`config.mk`:
```
export PLATFORM = sky130hd
export DESIGN_NAME = mipsCore
export DESIGN_NICKNAME = d
export VERILOG_FILES = /design/src/hw/ctrlPkg.sv /design/src/hw/isaPkg.sv /design/src/hw/aluUnit.sv /design/src/hw/busInterface.sv /design/src/hw/controlUnit.sv /design/src/hw/mipsCore.sv /design/src/hw/pcUnit.sv /design/src/hw/registerFile.sv
export VERILOG_INCLUDE_DIRS = /design/src /design/src/hw
export SDC_FILE = /design/constraint.sdc
export NUM_CORES = 2
export LEC_CHECK = 0
export BUFFER_PORTS_ARGS = -buffer_cell sky130_fd_sc_hd__buf_2
export CORE_UTILIZATION = 45
export CTS_CLUSTER_DIAMETER = 50
export CTS_CLUSTER_SIZE = 8
export DETAILED_ROUTE_END_ITERATION = 16
export PLACE_DENSITY = 0.72
export SLEW_MARGIN = 20
export SYNTH_ARGS = -nofsm -noshare
export SYNTH_HDL_FRONTEND = slang
export SYNTH_SLANG_ARGS = --single-unit
export TNS_END_PERCENT = 5
```
`constraint.sdc`:
```
create_clock -name clock -period 9.32 [get_ports clock]
set_input_delay 2.796 -clock clock [delete_from_list [all_inputs] [get_ports clock]]
set_output_delay 2.796 -clock clock [all_outputs]
set_load 0.01 [all_outputs]
```
`src/hw/cpu_macros.svh`:
```
`ifndef CPU_MACROS_SVH
`define CPU_MACROS_SVH

`define WORD_WIDTH 32
`define REG_ADDR_WIDTH 5
`define REG_COUNT 32

`define RESET_PC 32'h0
`define EXC_VECTOR 32'h80 // Overflow handler entry
`define PC_STEP 32'd4

`endif

```
`src/hw/ctrlPkg.sv`:
```
package ctrlPkg;

	typedef enum logic [3:0] {
		stReset,
		stFetch,
		stDecode,
		stMemAddr,
		stMemRead,
		stLoadWriteBack,
		stMemWrite,
		stRExec,
		stRWriteBack,
		stOverflow,
		stBranch,
		stJump,
		stLui,
		stHalt
	} ctrlStateT;

	typedef enum logic [2:0] {
		aluAdd = 3'b001,
		aluSub = 3'b010,
		aluAnd = 3'b011,
		aluXor = 3'b110,
		aluLui = 3'b111
	} aluOpT;

	typedef enum logic {srcAPc, srcARegA} srcASelT;

	typedef enum logic [1:0] {srcBRegB, srcBStep, srcBImm, srcBBranch} srcBSelT;

	typedef enum logic [1:0] {pcAluResult, pcAluOut, pcJumpTarget, pcExcVector} pcSrcT;

	typedef enum logic {wbAluOut, wbLoadData} wbSrcT;

	typedef enum logic {accWord, accByte} accessSizeT;

endpackage

```
`src/hw/isaPkg.sv`:
```
`include "cpu_macros.svh"

package isaPkg;

	typedef enum logic [5:0] {
		opSpecial = 6'b000000,
		opJ = 6'b000010,
		opBeq = 6'b000100,
		opBne = 6'b000101,
		opLui = 6'b001111,
		opLw = 6'b100011,
		opLbu = 6'b100100,
		opSb = 6'b101000,
		opSw = 6'b101011
	} opcodeT;

	typedef enum logic [5:0] {
		fnBreak = 6'b001101,
		fnAdd = 6'b100000,
		fnSub = 6'b100010,
		fnAnd = 6'b100100,
		fnXor = 6'b100110
	} functT;

	typedef struct packed {
		opcodeT opcode;
		logic [`REG_ADDR_WIDTH-1:0] rs;
		logic [`REG_ADDR_WIDTH-1:0] rt;
		logic [`REG_ADDR_WIDTH-1:0] rd;
		logic [4:0] shamt;
		functT funct;
	} rFormatT;

	typedef struct packed {
		opcodeT opcode;
		logic [`REG_ADDR_WIDTH-1:0] rs;
		logic [`REG_ADDR_WIDTH-1:0] rt;
		logic [15:0] imm;
	} iFormatT;

	// Same word, register view and immediate view
	typedef union packed {
		rFormatT r;
		iFormatT i;
	} instrWord;

endpackage

```
`src/hw/aluUnit.sv`:
```
`timescale 1ns/1ps
`include "cpu_macros.svh"

module aluUnit (
	input logic clock,
	input logic reset,
	input logic [`WORD_WIDTH-1:0] a,
	input logic [`WORD_WIDTH-1:0] b,
	input ctrlPkg::aluOpT aluOp,
	input logic aluOutLoad,
	output logic [`WORD_WIDTH-1:0] result,
	output logic [`WORD_WIDTH-1:0] aluOut,
	output logic zero,
	output logic overflow
);
	import ctrlPkg::*;

	localparam int Msb = `WORD_WIDTH - 1;
	localparam int Half = `WORD_WIDTH / 2;

	logic [`WORD_WIDTH-1:0] sum;
	logic [`WORD_WIDTH-1:0] diff;

	assign sum = a + b;
	assign diff = a - b;
	assign zero = (result == '0);

	always_comb begin
		case (aluOp)
			aluSub: result = diff;
			aluAnd: result = a & b;
			aluXor: result = a ^ b;
			aluLui: result = {b[Half-1:0], {Half{1'b0}}};
			default: result = sum;
		endcase
	end

	// Signed overflow only
	always_comb begin
		case (aluOp)
			aluAdd: overflow = (a[Msb] == b[Msb]) && (sum[Msb] != a[Msb]);
			aluSub: overflow = (a[Msb] != b[Msb]) && (diff[Msb] != a[Msb]);
			default: overflow = 1'b0;
		endcase
	end

	always_ff @(posedge clock) begin
		if (reset)
			aluOut <= '0;
		else if (aluOutLoad)
			aluOut <= result;
	end

endmodule

```
`src/hw/busInterface.sv`:
```
`timescale 1ns/1ps
`include "cpu_macros.svh"

module busInterface (
	input logic clock,
	input logic reset,
	input logic busReq,
	input logic busWrite,
	input ctrlPkg::accessSizeT accessSize,
	input logic useAluOutAddr,
	input logic [`WORD_WIDTH-1:0] pc,
	input logic [`WORD_WIDTH-1:0] aluOut,
	input logic [`WORD_WIDTH-1:0] storeData,
	input logic irLoad,
	input logic mdrLoad,
	input logic [`WORD_WIDTH-1:0] wbDatR,
	input logic wbAck,
	output logic busDone,
	output isaPkg::instrWord instr,
	output logic [`WORD_WIDTH-1:0] loadData,
	output logic [`WORD_WIDTH-1:0] wbAdr,
	output logic [`WORD_WIDTH-1:0] wbDatW,
	output logic [3:0] wbSel,
	output logic wbWe,
	output logic wbCyc,
	output logic wbStb
);
	import ctrlPkg::*;

	logic [7:0] laneByte;
	logic isByte;

	assign isByte = (accessSize == accByte);
	assign wbAdr = useAluOutAddr ? aluOut : pc;
	assign wbCyc = busReq;
	assign wbStb = busReq;
	assign wbWe = busReq && busWrite;
	assign wbSel = isByte ? 4'b0001 << wbAdr[1:0] : 4'b1111; // Little-endian lanes
	assign wbDatW = isByte ? {4{storeData[7:0]}} : storeData;
	assign busDone = wbAck;

	assign laneByte = wbDatR[{wbAdr[1:0], 3'b000} +: 8];

	always_ff @(posedge clock) begin
		if (reset)
			instr <= '0;
		else if (irLoad && wbAck)
			instr <= wbDatR;
	end

	always_ff @(posedge clock) begin
		if (mdrLoad && wbAck)
			loadData <= isByte ? {{(`WORD_WIDTH-8){1'b0}}, laneByte} : wbDatR;
	end

endmodule

```
`src/hw/controlUnit.sv`:
```
`timescale 1ns/1ps

module controlUnit (
	input logic clock,
	input logic reset,
	input isaPkg::instrWord instr,
	input logic busDone,
	input logic zero,
	input logic overflow,
	output logic busReq,
	output logic busWrite,
	output ctrlPkg::accessSizeT accessSize,
	output logic useAluOutAddr,
	output logic irLoad,
	output logic mdrLoad,
	output logic regWrite,
	output logic regDstRd,
	output ctrlPkg::wbSrcT wbSrc,
	output logic abLoad,
	output ctrlPkg::aluOpT aluOp,
	output ctrlPkg::srcASelT srcASel,
	output ctrlPkg::srcBSelT srcBSel,
	output logic aluOutLoad,
	output logic pcWrite,
	output logic pcWriteCond,
	output logic branchOnEqual,
	output ctrlPkg::pcSrcT pcSrc,
	output logic epcWrite,
	output logic halted
);
	import isaPkg::*;
	import ctrlPkg::*;

	ctrlStateT state;
	ctrlStateT nextState;
	opcodeT opcode;
	functT funct;
	accessSizeT memSize;

	assign opcode = instr.r.opcode;
	assign funct = instr.r.funct;
	assign memSize = (opcode == opLbu || opcode == opSb) ? accByte : accWord;
	assign halted = (state == stHalt);

	always_ff @(posedge clock) begin
		if (reset)
			state <= stReset;
		else
			state <= nextState;
	end

	always_comb begin
		busReq = 1'b0;
		busWrite = 1'b0;
		accessSize = accWord;
		useAluOutAddr = 1'b0;
		irLoad = 1'b0;
		mdrLoad = 1'b0;
		regWrite = 1'b0;
		regDstRd = 1'b0;
		wbSrc = wbAluOut;
		abLoad = 1'b0;
		aluOp = aluAdd;
		srcASel = srcAPc;
		srcBSel = srcBStep;
		aluOutLoad = 1'b0;
		pcWrite = 1'b0;
		pcWriteCond = 1'b0;
		branchOnEqual = 1'b0;
		pcSrc = pcAluResult;
		epcWrite = 1'b0;
		nextState = state;
		case (state)
			stReset: nextState = stFetch;
			stFetch: begin
				busReq = 1'b1;
				irLoad = 1'b1;
				pcWrite = busDone; // pc + 4 when the word arrives
				if (busDone)
					nextState = stDecode;
			end
			stDecode: begin
				abLoad = 1'b1;
				srcBSel = srcBBranch; // Branch target computed early
				aluOutLoad = 1'b1;
				case (opcode)
					opSpecial: begin
						case (funct)
							fnAdd, fnSub, fnAnd, fnXor: nextState = stRExec;
							fnBreak: nextState = stHalt;
							default: nextState = stFetch;
						endcase
					end
					opLw, opLbu, opSw, opSb: nextState = stMemAddr;
					opBeq, opBne: nextState = stBranch;
					opJ: nextState = stJump;
					opLui: nextState = stLui;
					default: nextState = stFetch; // Unknown opcode acts as nop
				endcase
			end
			stMemAddr: begin
				srcASel = srcARegA;
				srcBSel = srcBImm;
				aluOutLoad = 1'b1;
				if (opcode == opLw || opcode == opLbu)
					nextState = stMemRead;
				else
					nextState = stMemWrite;
			end
			stMemRead: begin
				busReq = 1'b1;
				useAluOutAddr = 1'b1;
				accessSize = memSize;
				mdrLoad = 1'b1;
				if (busDone)
					nextState = stLoadWriteBack;
			end
			stLoadWriteBack: begin
				regWrite = 1'b1;
				wbSrc = wbLoadData;
				nextState = stFetch;
			end
			stMemWrite: begin
				busReq = 1'b1;
				busWrite = 1'b1;
				useAluOutAddr = 1'b1;
				accessSize = memSize;
				if (busDone)
					nextState = stFetch;
			end
			stRExec: begin
				srcASel = srcARegA;
				srcBSel = srcBRegB;
				aluOutLoad = 1'b1;
				case (funct)
					fnSub: aluOp = aluSub;
					fnAnd: aluOp = aluAnd;
					fnXor: aluOp = aluXor;
					default: aluOp = aluAdd;
				endcase
				nextState = overflow ? stOverflow : stRWriteBack;
			end
			stRWriteBack: begin
				regWrite = 1'b1;
				regDstRd = (opcode == opSpecial); // lui also ends here, writes rt
				nextState = stFetch;
			end
			stOverflow: begin
				epcWrite = 1'b1;
				pcWrite = 1'b1;
				pcSrc = pcExcVector;
				nextState = stFetch;
			end
			stBranch: begin
				srcASel = srcARegA;
				srcBSel = srcBRegB;
				aluOp = aluSub;
				pcWriteCond = 1'b1;
				branchOnEqual = (opcode == opBeq);
				pcSrc = pcAluOut;
				nextState = stFetch;
			end
			stJump: begin
				pcWrite = 1'b1;
				pcSrc = pcJumpTarget;
				nextState = stFetch;
			end
			stLui: begin
				srcBSel = srcBImm;
				aluOp = aluLui;
				aluOutLoad = 1'b1;
				nextState = stRWriteBack;
			end
			stHalt: nextState = stHalt;
			default: nextState = stFetch;
		endcase
	end

endmodule

```
`src/hw/mipsCore.sv`:
```
`timescale 1ns/1ps
`include "cpu_macros.svh"

module mipsCore (
	input logic clock,
	input logic reset,
	input logic [`WORD_WIDTH-1:0] wbDatR,
	input logic wbAck,
	output logic [`WORD_WIDTH-1:0] wbAdr,
	output logic [`WORD_WIDTH-1:0] wbDatW,
	output logic [3:0] wbSel,
	output logic wbWe,
	output logic wbCyc,
	output logic wbStb,
	output logic halted
);
	import isaPkg::*;
	import ctrlPkg::*;

	instrWord instr;
	logic busReq;
	logic busWrite;
	logic busDone;
	accessSizeT accessSize;
	logic useAluOutAddr;
	logic irLoad;
	logic mdrLoad;
	logic regWrite;
	logic regDstRd;
	wbSrcT wbSrc;
	logic abLoad;
	aluOpT aluOp;
	srcASelT srcASel;
	srcBSelT srcBSel;
	logic aluOutLoad;
	logic pcWrite;
	logic pcWriteCond;
	logic branchOnEqual;
	pcSrcT pcSrc;
	logic epcWrite;
	logic zero;
	logic overflow;
	logic [`WORD_WIDTH-1:0] pc;
	logic [`WORD_WIDTH-1:0] aluA;
	logic [`WORD_WIDTH-1:0] aluB;
	logic [`WORD_WIDTH-1:0] aluResult;
	logic [`WORD_WIDTH-1:0] aluOut;
	logic [`WORD_WIDTH-1:0] regA;
	logic [`WORD_WIDTH-1:0] regB;
	logic [`WORD_WIDTH-1:0] readDataA;
	logic [`WORD_WIDTH-1:0] readDataB;
	logic [`WORD_WIDTH-1:0] loadData;
	logic [`WORD_WIDTH-1:0] signExtImm;
	logic [`REG_ADDR_WIDTH-1:0] writeAddr;
	logic [`WORD_WIDTH-1:0] writeData;

	assign signExtImm = {{(`WORD_WIDTH-16){instr.i.imm[15]}}, instr.i.imm};
	assign aluA = (srcASel == srcARegA) ? regA : pc;
	assign writeAddr = regDstRd ? instr.r.rd : instr.i.rt;
	assign writeData = (wbSrc == wbLoadData) ? loadData : aluOut;

	always_comb begin
		case (srcBSel)
			srcBRegB: aluB = regB;
			srcBStep: aluB = `PC_STEP;
			srcBImm: aluB = signExtImm;
			default: aluB = signExtImm << 2; // Word offset to bytes
		endcase
	end

	always_ff @(posedge clock) begin
		if (abLoad) begin
			regA <= readDataA;
			regB <= readDataB;
		end
	end

	controlUnit control (.*);

	aluUnit alu (
		.*,
		.a(aluA),
		.b(aluB),
		.result(aluResult)
	);

	registerFile regs (
		.*,
		.readAddrA(instr.r.rs),
		.readAddrB(instr.r.rt),
		.writeEnable(regWrite)
	);

	pcUnit pcu (
		.*,
		.jumpIndex(instr[25:0])
	);

	busInterface bus (
		.*,
		.storeData(regB)
	);

endmodule

```
`src/hw/pcUnit.sv`:
```
`timescale 1ns/1ps
`include "cpu_macros.svh"

module pcUnit (
	input logic clock,
	input logic reset,
	input ctrlPkg::pcSrcT pcSrc,
	input logic [`WORD_WIDTH-1:0] aluResult,
	input logic [`WORD_WIDTH-1:0] aluOut,
	input logic [25:0] jumpIndex,
	input logic pcWrite,
	input logic pcWriteCond,
	input logic branchOnEqual,
	input logic zero,
	input logic epcWrite,
	output logic [`WORD_WIDTH-1:0] pc
);
	import ctrlPkg::*;

	logic [`WORD_WIDTH-1:0] nextPc;
	logic [`WORD_WIDTH-1:0] epc;
	logic pcLoad;

	assign pcLoad = pcWrite || (pcWriteCond && (zero == branchOnEqual));

	always_comb begin
		case (pcSrc)
			pcAluResult: nextPc = aluResult;
			pcAluOut: nextPc = aluOut; // Branch target from decode
			pcJumpTarget: nextPc = {pc[`WORD_WIDTH-1:28], jumpIndex, 2'b00};
			default: nextPc = `EXC_VECTOR;
		endcase
	end

	always_ff @(posedge clock) begin
		if (reset) begin
			pc <= `RESET_PC;
			epc <= '0;
		end else begin
			if (pcLoad)
				pc <= nextPc;
			if (epcWrite)
				epc <= pc - `PC_STEP; // pc already moved past the faulting word
		end
	end

endmodule

```
`src/hw/registerFile.sv`:
```
`timescale 1ns/1ps
`include "cpu_macros.svh"

module registerFile (
	input logic clock,
	input logic reset,
	input logic [`REG_ADDR_WIDTH-1:0] readAddrA,
	input logic [`REG_ADDR_WIDTH-1:0] readAddrB,
	input logic [`REG_ADDR_WIDTH-1:0] writeAddr,
	input logic [`WORD_WIDTH-1:0] writeData,
	input logic writeEnable,
	output logic [`WORD_WIDTH-1:0] readDataA,
	output logic [`WORD_WIDTH-1:0] readDataB
);
	logic [`WORD_WIDTH-1:0] regs [`REG_COUNT];

	always_ff @(posedge clock) begin
		if (reset) begin
			for (int i = 0; i < `REG_COUNT; i++)
				regs[i] <= '0;
		end else if (writeEnable && writeAddr != '0) begin // r0 stays zero
			regs[writeAddr] <= writeData;
		end
	end

	assign readDataA = regs[readAddrA];
	assign readDataB = regs[readAddrB];

endmodule

```
==> summary.md <==
| Metric | Value |
|---|---|
| Main combinational cell family by area after synthesis | `multiplexers` |
| # setup viols final | `0` |
| Synth Area per Inst | `about 13 um2` |
| Final ANT Viol Nets | `0` |
| DRT Pass-1 Iters | `6` |
| Max-slew violation count | `0` |
| CP startpoint | `control.state[1]` |
| Worst r2r path cells | `23` |
| WP data required | `9.99 ns` |
| Vias in the first global route | `around 48000` |
| Post-Route Setup TNS | `0 ns` |
| Final instance area | `around 75000 um2` |
| Fillers | `12154` |
| VDD IR-drop max | `0.175 mV` |
| Antenna violations before repair | `7` |
| Die height | `388 um` |
| Worst Hold Class | `flop to flop` |
| Total number of vias | `slightly below 50000` |
| DP HPWL | `between 100000 and 150000 um` |
| Outcome | `finished clean` |
| Hold Violations, Final | `0` |
| Switching Share | `0.249` |
| CP Max Fanout | `34` |
| EDFF count, synth | `approximately 1100` |
| Largest net degree at the start of global routing | `about 160` |
| Skew-Pair Late Insertion Delay | `0.80 ns` |
| Slew HR | `0.133` |
| Post-synthesis compound-gate area fraction | `0.0612` |
| Initial Utilization | `0.454` |
| DRC Markers | `0` |
| Io pins | `between 100 and 150` |
| DR iter-0 viols | `~8000` |
| Seq pwr share | `0.466` |
| Clock net sink count | `1220` |
| DP Worst Slack | `about 1.6 ns` |
| Primary FF master, synth | `edfxtp_1` |
| CTS tree | `built` |
| Area delta synth->final | `11.5%` |
| Synth Instances | `slightly above 5000` |
| Seq/Total Area, Yosys | `0.530` |
| CTS Buffer Depth | `3` |
| Gr usage total | `0.309` |
| Root buffer cell | `clkbuf_16` |
| ANT cells | `0` |
| Internal | `slightly above 10 mW` |
| Worst Skew | `0.0263 ns` |
| Setup crit end | `pcu.pc[19]` |
| Clk slew on worst S/H paths | `~0.050 ns` |
| Layout cell share with drive strength beyond 1 | `0.261` |
| Core ar. | `between 100000 and 150000 um2` |
| CP arrival | `between 8 and 9 ns` |
| Comb power frac | `0.114` |
| Post-Synth Simple-Gate Area | `0.117` |
| Adder-Cell Fraction of Synth Area | `0.0121` |
| First-pass GRT wire length | `between 300000 and 400000 um` |
| R2R Path Start | `control.state[1]` |
| Grt total ovfl | `0` |
| Leak pwr | `around 24 nW` |
| Hold buffer count at CTS | `0` |
| XOR/XNOR Fraction of Synth Area | `0.00495` |
| Cell Area, Synth | `67200 um2` |
| Most frequent cells in the layout | `nor2_1 (1214), edfxtp_1 (1120), mux4_2 (640), nand2_1 (338), a21oi_1 (191)` |
| CTS Buf Count | `173` |
| R2R Setup Slk | `1.41 ns` |
| Storage cell area | `35700 um2` |
| Async SR Flop Fraction | `0` |
| Vias per std cell | `6.88` |
| Crit. End Element | `flop` |
| GPL Wtd Cong | `0.979` |
| Yosys warns | `0` |
| Die Wd | `388 um` |
| Post-DP Area | `~70000 um2` |
| Final hold slack | `between 0.5 and 0.6 ns` |
| Synth Register Bits | `around 1200` |
| Commonest non-fill, non-tap cell in the layout | `nor2_1` |
| RSZ-0062 raised after global routing | `false` |
| FMAX | `about 0.13 GHz` |
| Die ar. | `151000 um2` |
| R2r endpoint | `pcu.pc[19]` |
| Final period utilization | `0.848` |
| Final nets | `approximately 5200` |
| Post-synthesis mux area share | `0.238` |
| Post-CTS setup buffers | `0` |
| Pwr dens | `181 nW/um2` |
| Tmin final | `around 7.9 ns` |
| PostCTS Resize Cnt | `0` |
| Routed wire length per instance | `between 30 and 40 um` |
| Netlist cell types | `113` |
| FP Rows | `approximately 140` |
| Total power | `around 14 mW` |
| Clock network power share | `0.420` |
| Multi-input logic area | `between 20000 and 30000 um2` |
| P_sw | `~3.4 mW` |
| Max_cap viols | `0` |
| Number of H-tree levels | `4` |
| Post-Route WL | `237000 um` |
| Final Worst Setup Slack | `between 1 and 1.5 ns` |
| Startpoint Class | `flop` |
| Buffers added on ports | `106` |
| Worst Tran Pin Value | `roughly 1.3 ns` |
| Crit path kind | `flop to flop` |
## routing by layer
layer / GRT usage / vias to the layer above / part of all wire
met4: 0.160 / 8 / 0.059
li1: - / 19523 / -
met1: 0.388 / 24429 / 0.34
met2: 0.496 / 4220 / 0.47
met5: 0 / - / 0.00023
met3: 0.0770 / 850 / 0.13
## registers in the layout, summed over array words and instances, names as in the netlist
register and flops:
alu.aluOut 32, bus.instr 32, bus.loadData 32, control.state 4
pcu.pc 32, regA 32, regB 32, regs.regs 1024
## cells in the mapped netlist, types with 9 or more instances
library cell / count / share of area
nor4_1: 18 / 0.0017
xnor2_1: 24 / 0.0031
a221oi_1: 33 / 0.0043
inv_1: 88 / 0.0049
buf_1: 55 / 0.0031
ha_1: 61 / 0.011
and2_1: 35 / 0.0033
o221ai_1: 9 / 0.0012
buf_4: 15 / 0.0017
o21a_1: 9 / 0.0010
and3_1: 13 / 0.0012
mux4_2: 640 / 0.21
nand2b_1: 21 / 0.0020
nand3_1: 32 / 0.0024
nor3_1: 50 / 0.0037
nor2b_1: 23 / 0.0021
a21o_1: 19 / 0.0021
o211ai_1: 11 / 0.0012
mux2i_1: 45 / 0.0067
buf_6: 10 / 0.0017
nand4_1: 18 / 0.0017
o22ai_1: 19 / 0.0018
mux2_2: 98 / 0.016
nor2_1: 1214 / 0.068
o21ai_0: 69 / 0.0051
a222oi_1: 13 / 0.0019
edfxtp_1: 1120 / 0.50
clkbuf_1: 405 / 0.023
nand2_1: 398 / 0.022
o21bai_1: 14 / 0.0016
o31ai_1: 12 / 0.0013
a22oi_1: 18 / 0.0020
dfxtp_1: 100 / 0.030
a21oi_1: 191 / 0.014
a21boi_1: 11 / 0.0012
buf_2: 18 / 0.0013
a31oi_1: 30 / 0.0028
a211oi_1: 29 / 0.0032
## critical path: stages, from the launching register on
cell and delay (ns):
dfxtp_1 0.30, buf_4 0.33, nor2b_1 0.56, a21oi_1 0.31
nand2_1 0.14, nor2_1 0.04, a221oi_1 1.02, inv_1 0.11
ha_1 0.47, nor2_1 0.19, a211oi_1 0.11, o31ai_1 0.22
a21boi_0 0.23, nor4_4 0.60, o21ai_2 0.24, or3_1 0.39
a31oi_1 0.18, a211o_2 0.19, or4b_1 0.44, nor3_1 0.30
nand4_1 0.20, mux2_4 0.51, nand2_8 0.28, mux2_2 0.37
## cells by family after synthesis
kind of cell	Yosys count
AND/OR/NAND/NOR	1894
flip-flops	1220
multiplexers	787
AO/OA/AOI/OAI	601
buffers and inverters	593
adder cells (fa/ha/maj)	65
XOR/XNOR	32
other	1
## power groups by stage
stage          Combinational, mW  Sequential, mW  Clock [mW]
2_1_floorplan               1.04            6.33           0
3_3_place_gp                1.48            6.39           0
3_5_place_dp                1.49            6.42           0
4_1_cts                     1.50            6.32        5.70
5_1_grt                     1.60            6.34        5.90
6_report                    1.55            6.33        5.70
## layout make-up
class | count | area share
clock buffers | 210 | 0.0608
flip-flops and latches | 1220 | 0.476
clock inverters | 16 | 0.00254
multi-input cells | 3411 | 0.398
well taps | 1930 | 0.0322
inverters | 89 | 0.00454
repair buffers | 255 | 0.0256
## metrics by stage
stage          utilization  instances
6_report             0.506       7131
5_1_grt              0.506       7131
4_1_cts              0.504       7117
3_5_place_dp         0.472       6891
3_3_place_gp         0.472       6891
2_1_floorplan            -       5224
## worst min-delay path by stage
stage	startpoint	to	slack, ns	cells after the start
final	alu.aluOut[20]	alu.aluOut[20]	0.53	2
after global routing	alu.aluOut[20]	alu.aluOut[20]	0.55	2
after global placement	alu.aluOut[20]	alu.aluOut[20]	0.52	2
after CTS	pcu.pc[8]	pcu.pc[8]	0.52	1
after floorplan	pcu.pc[27]	pcu.pc[27]	0.44	2
after detailed placement	alu.aluOut[20]	alu.aluOut[20]	0.51	2
Power figures use the tool's default switching activity.
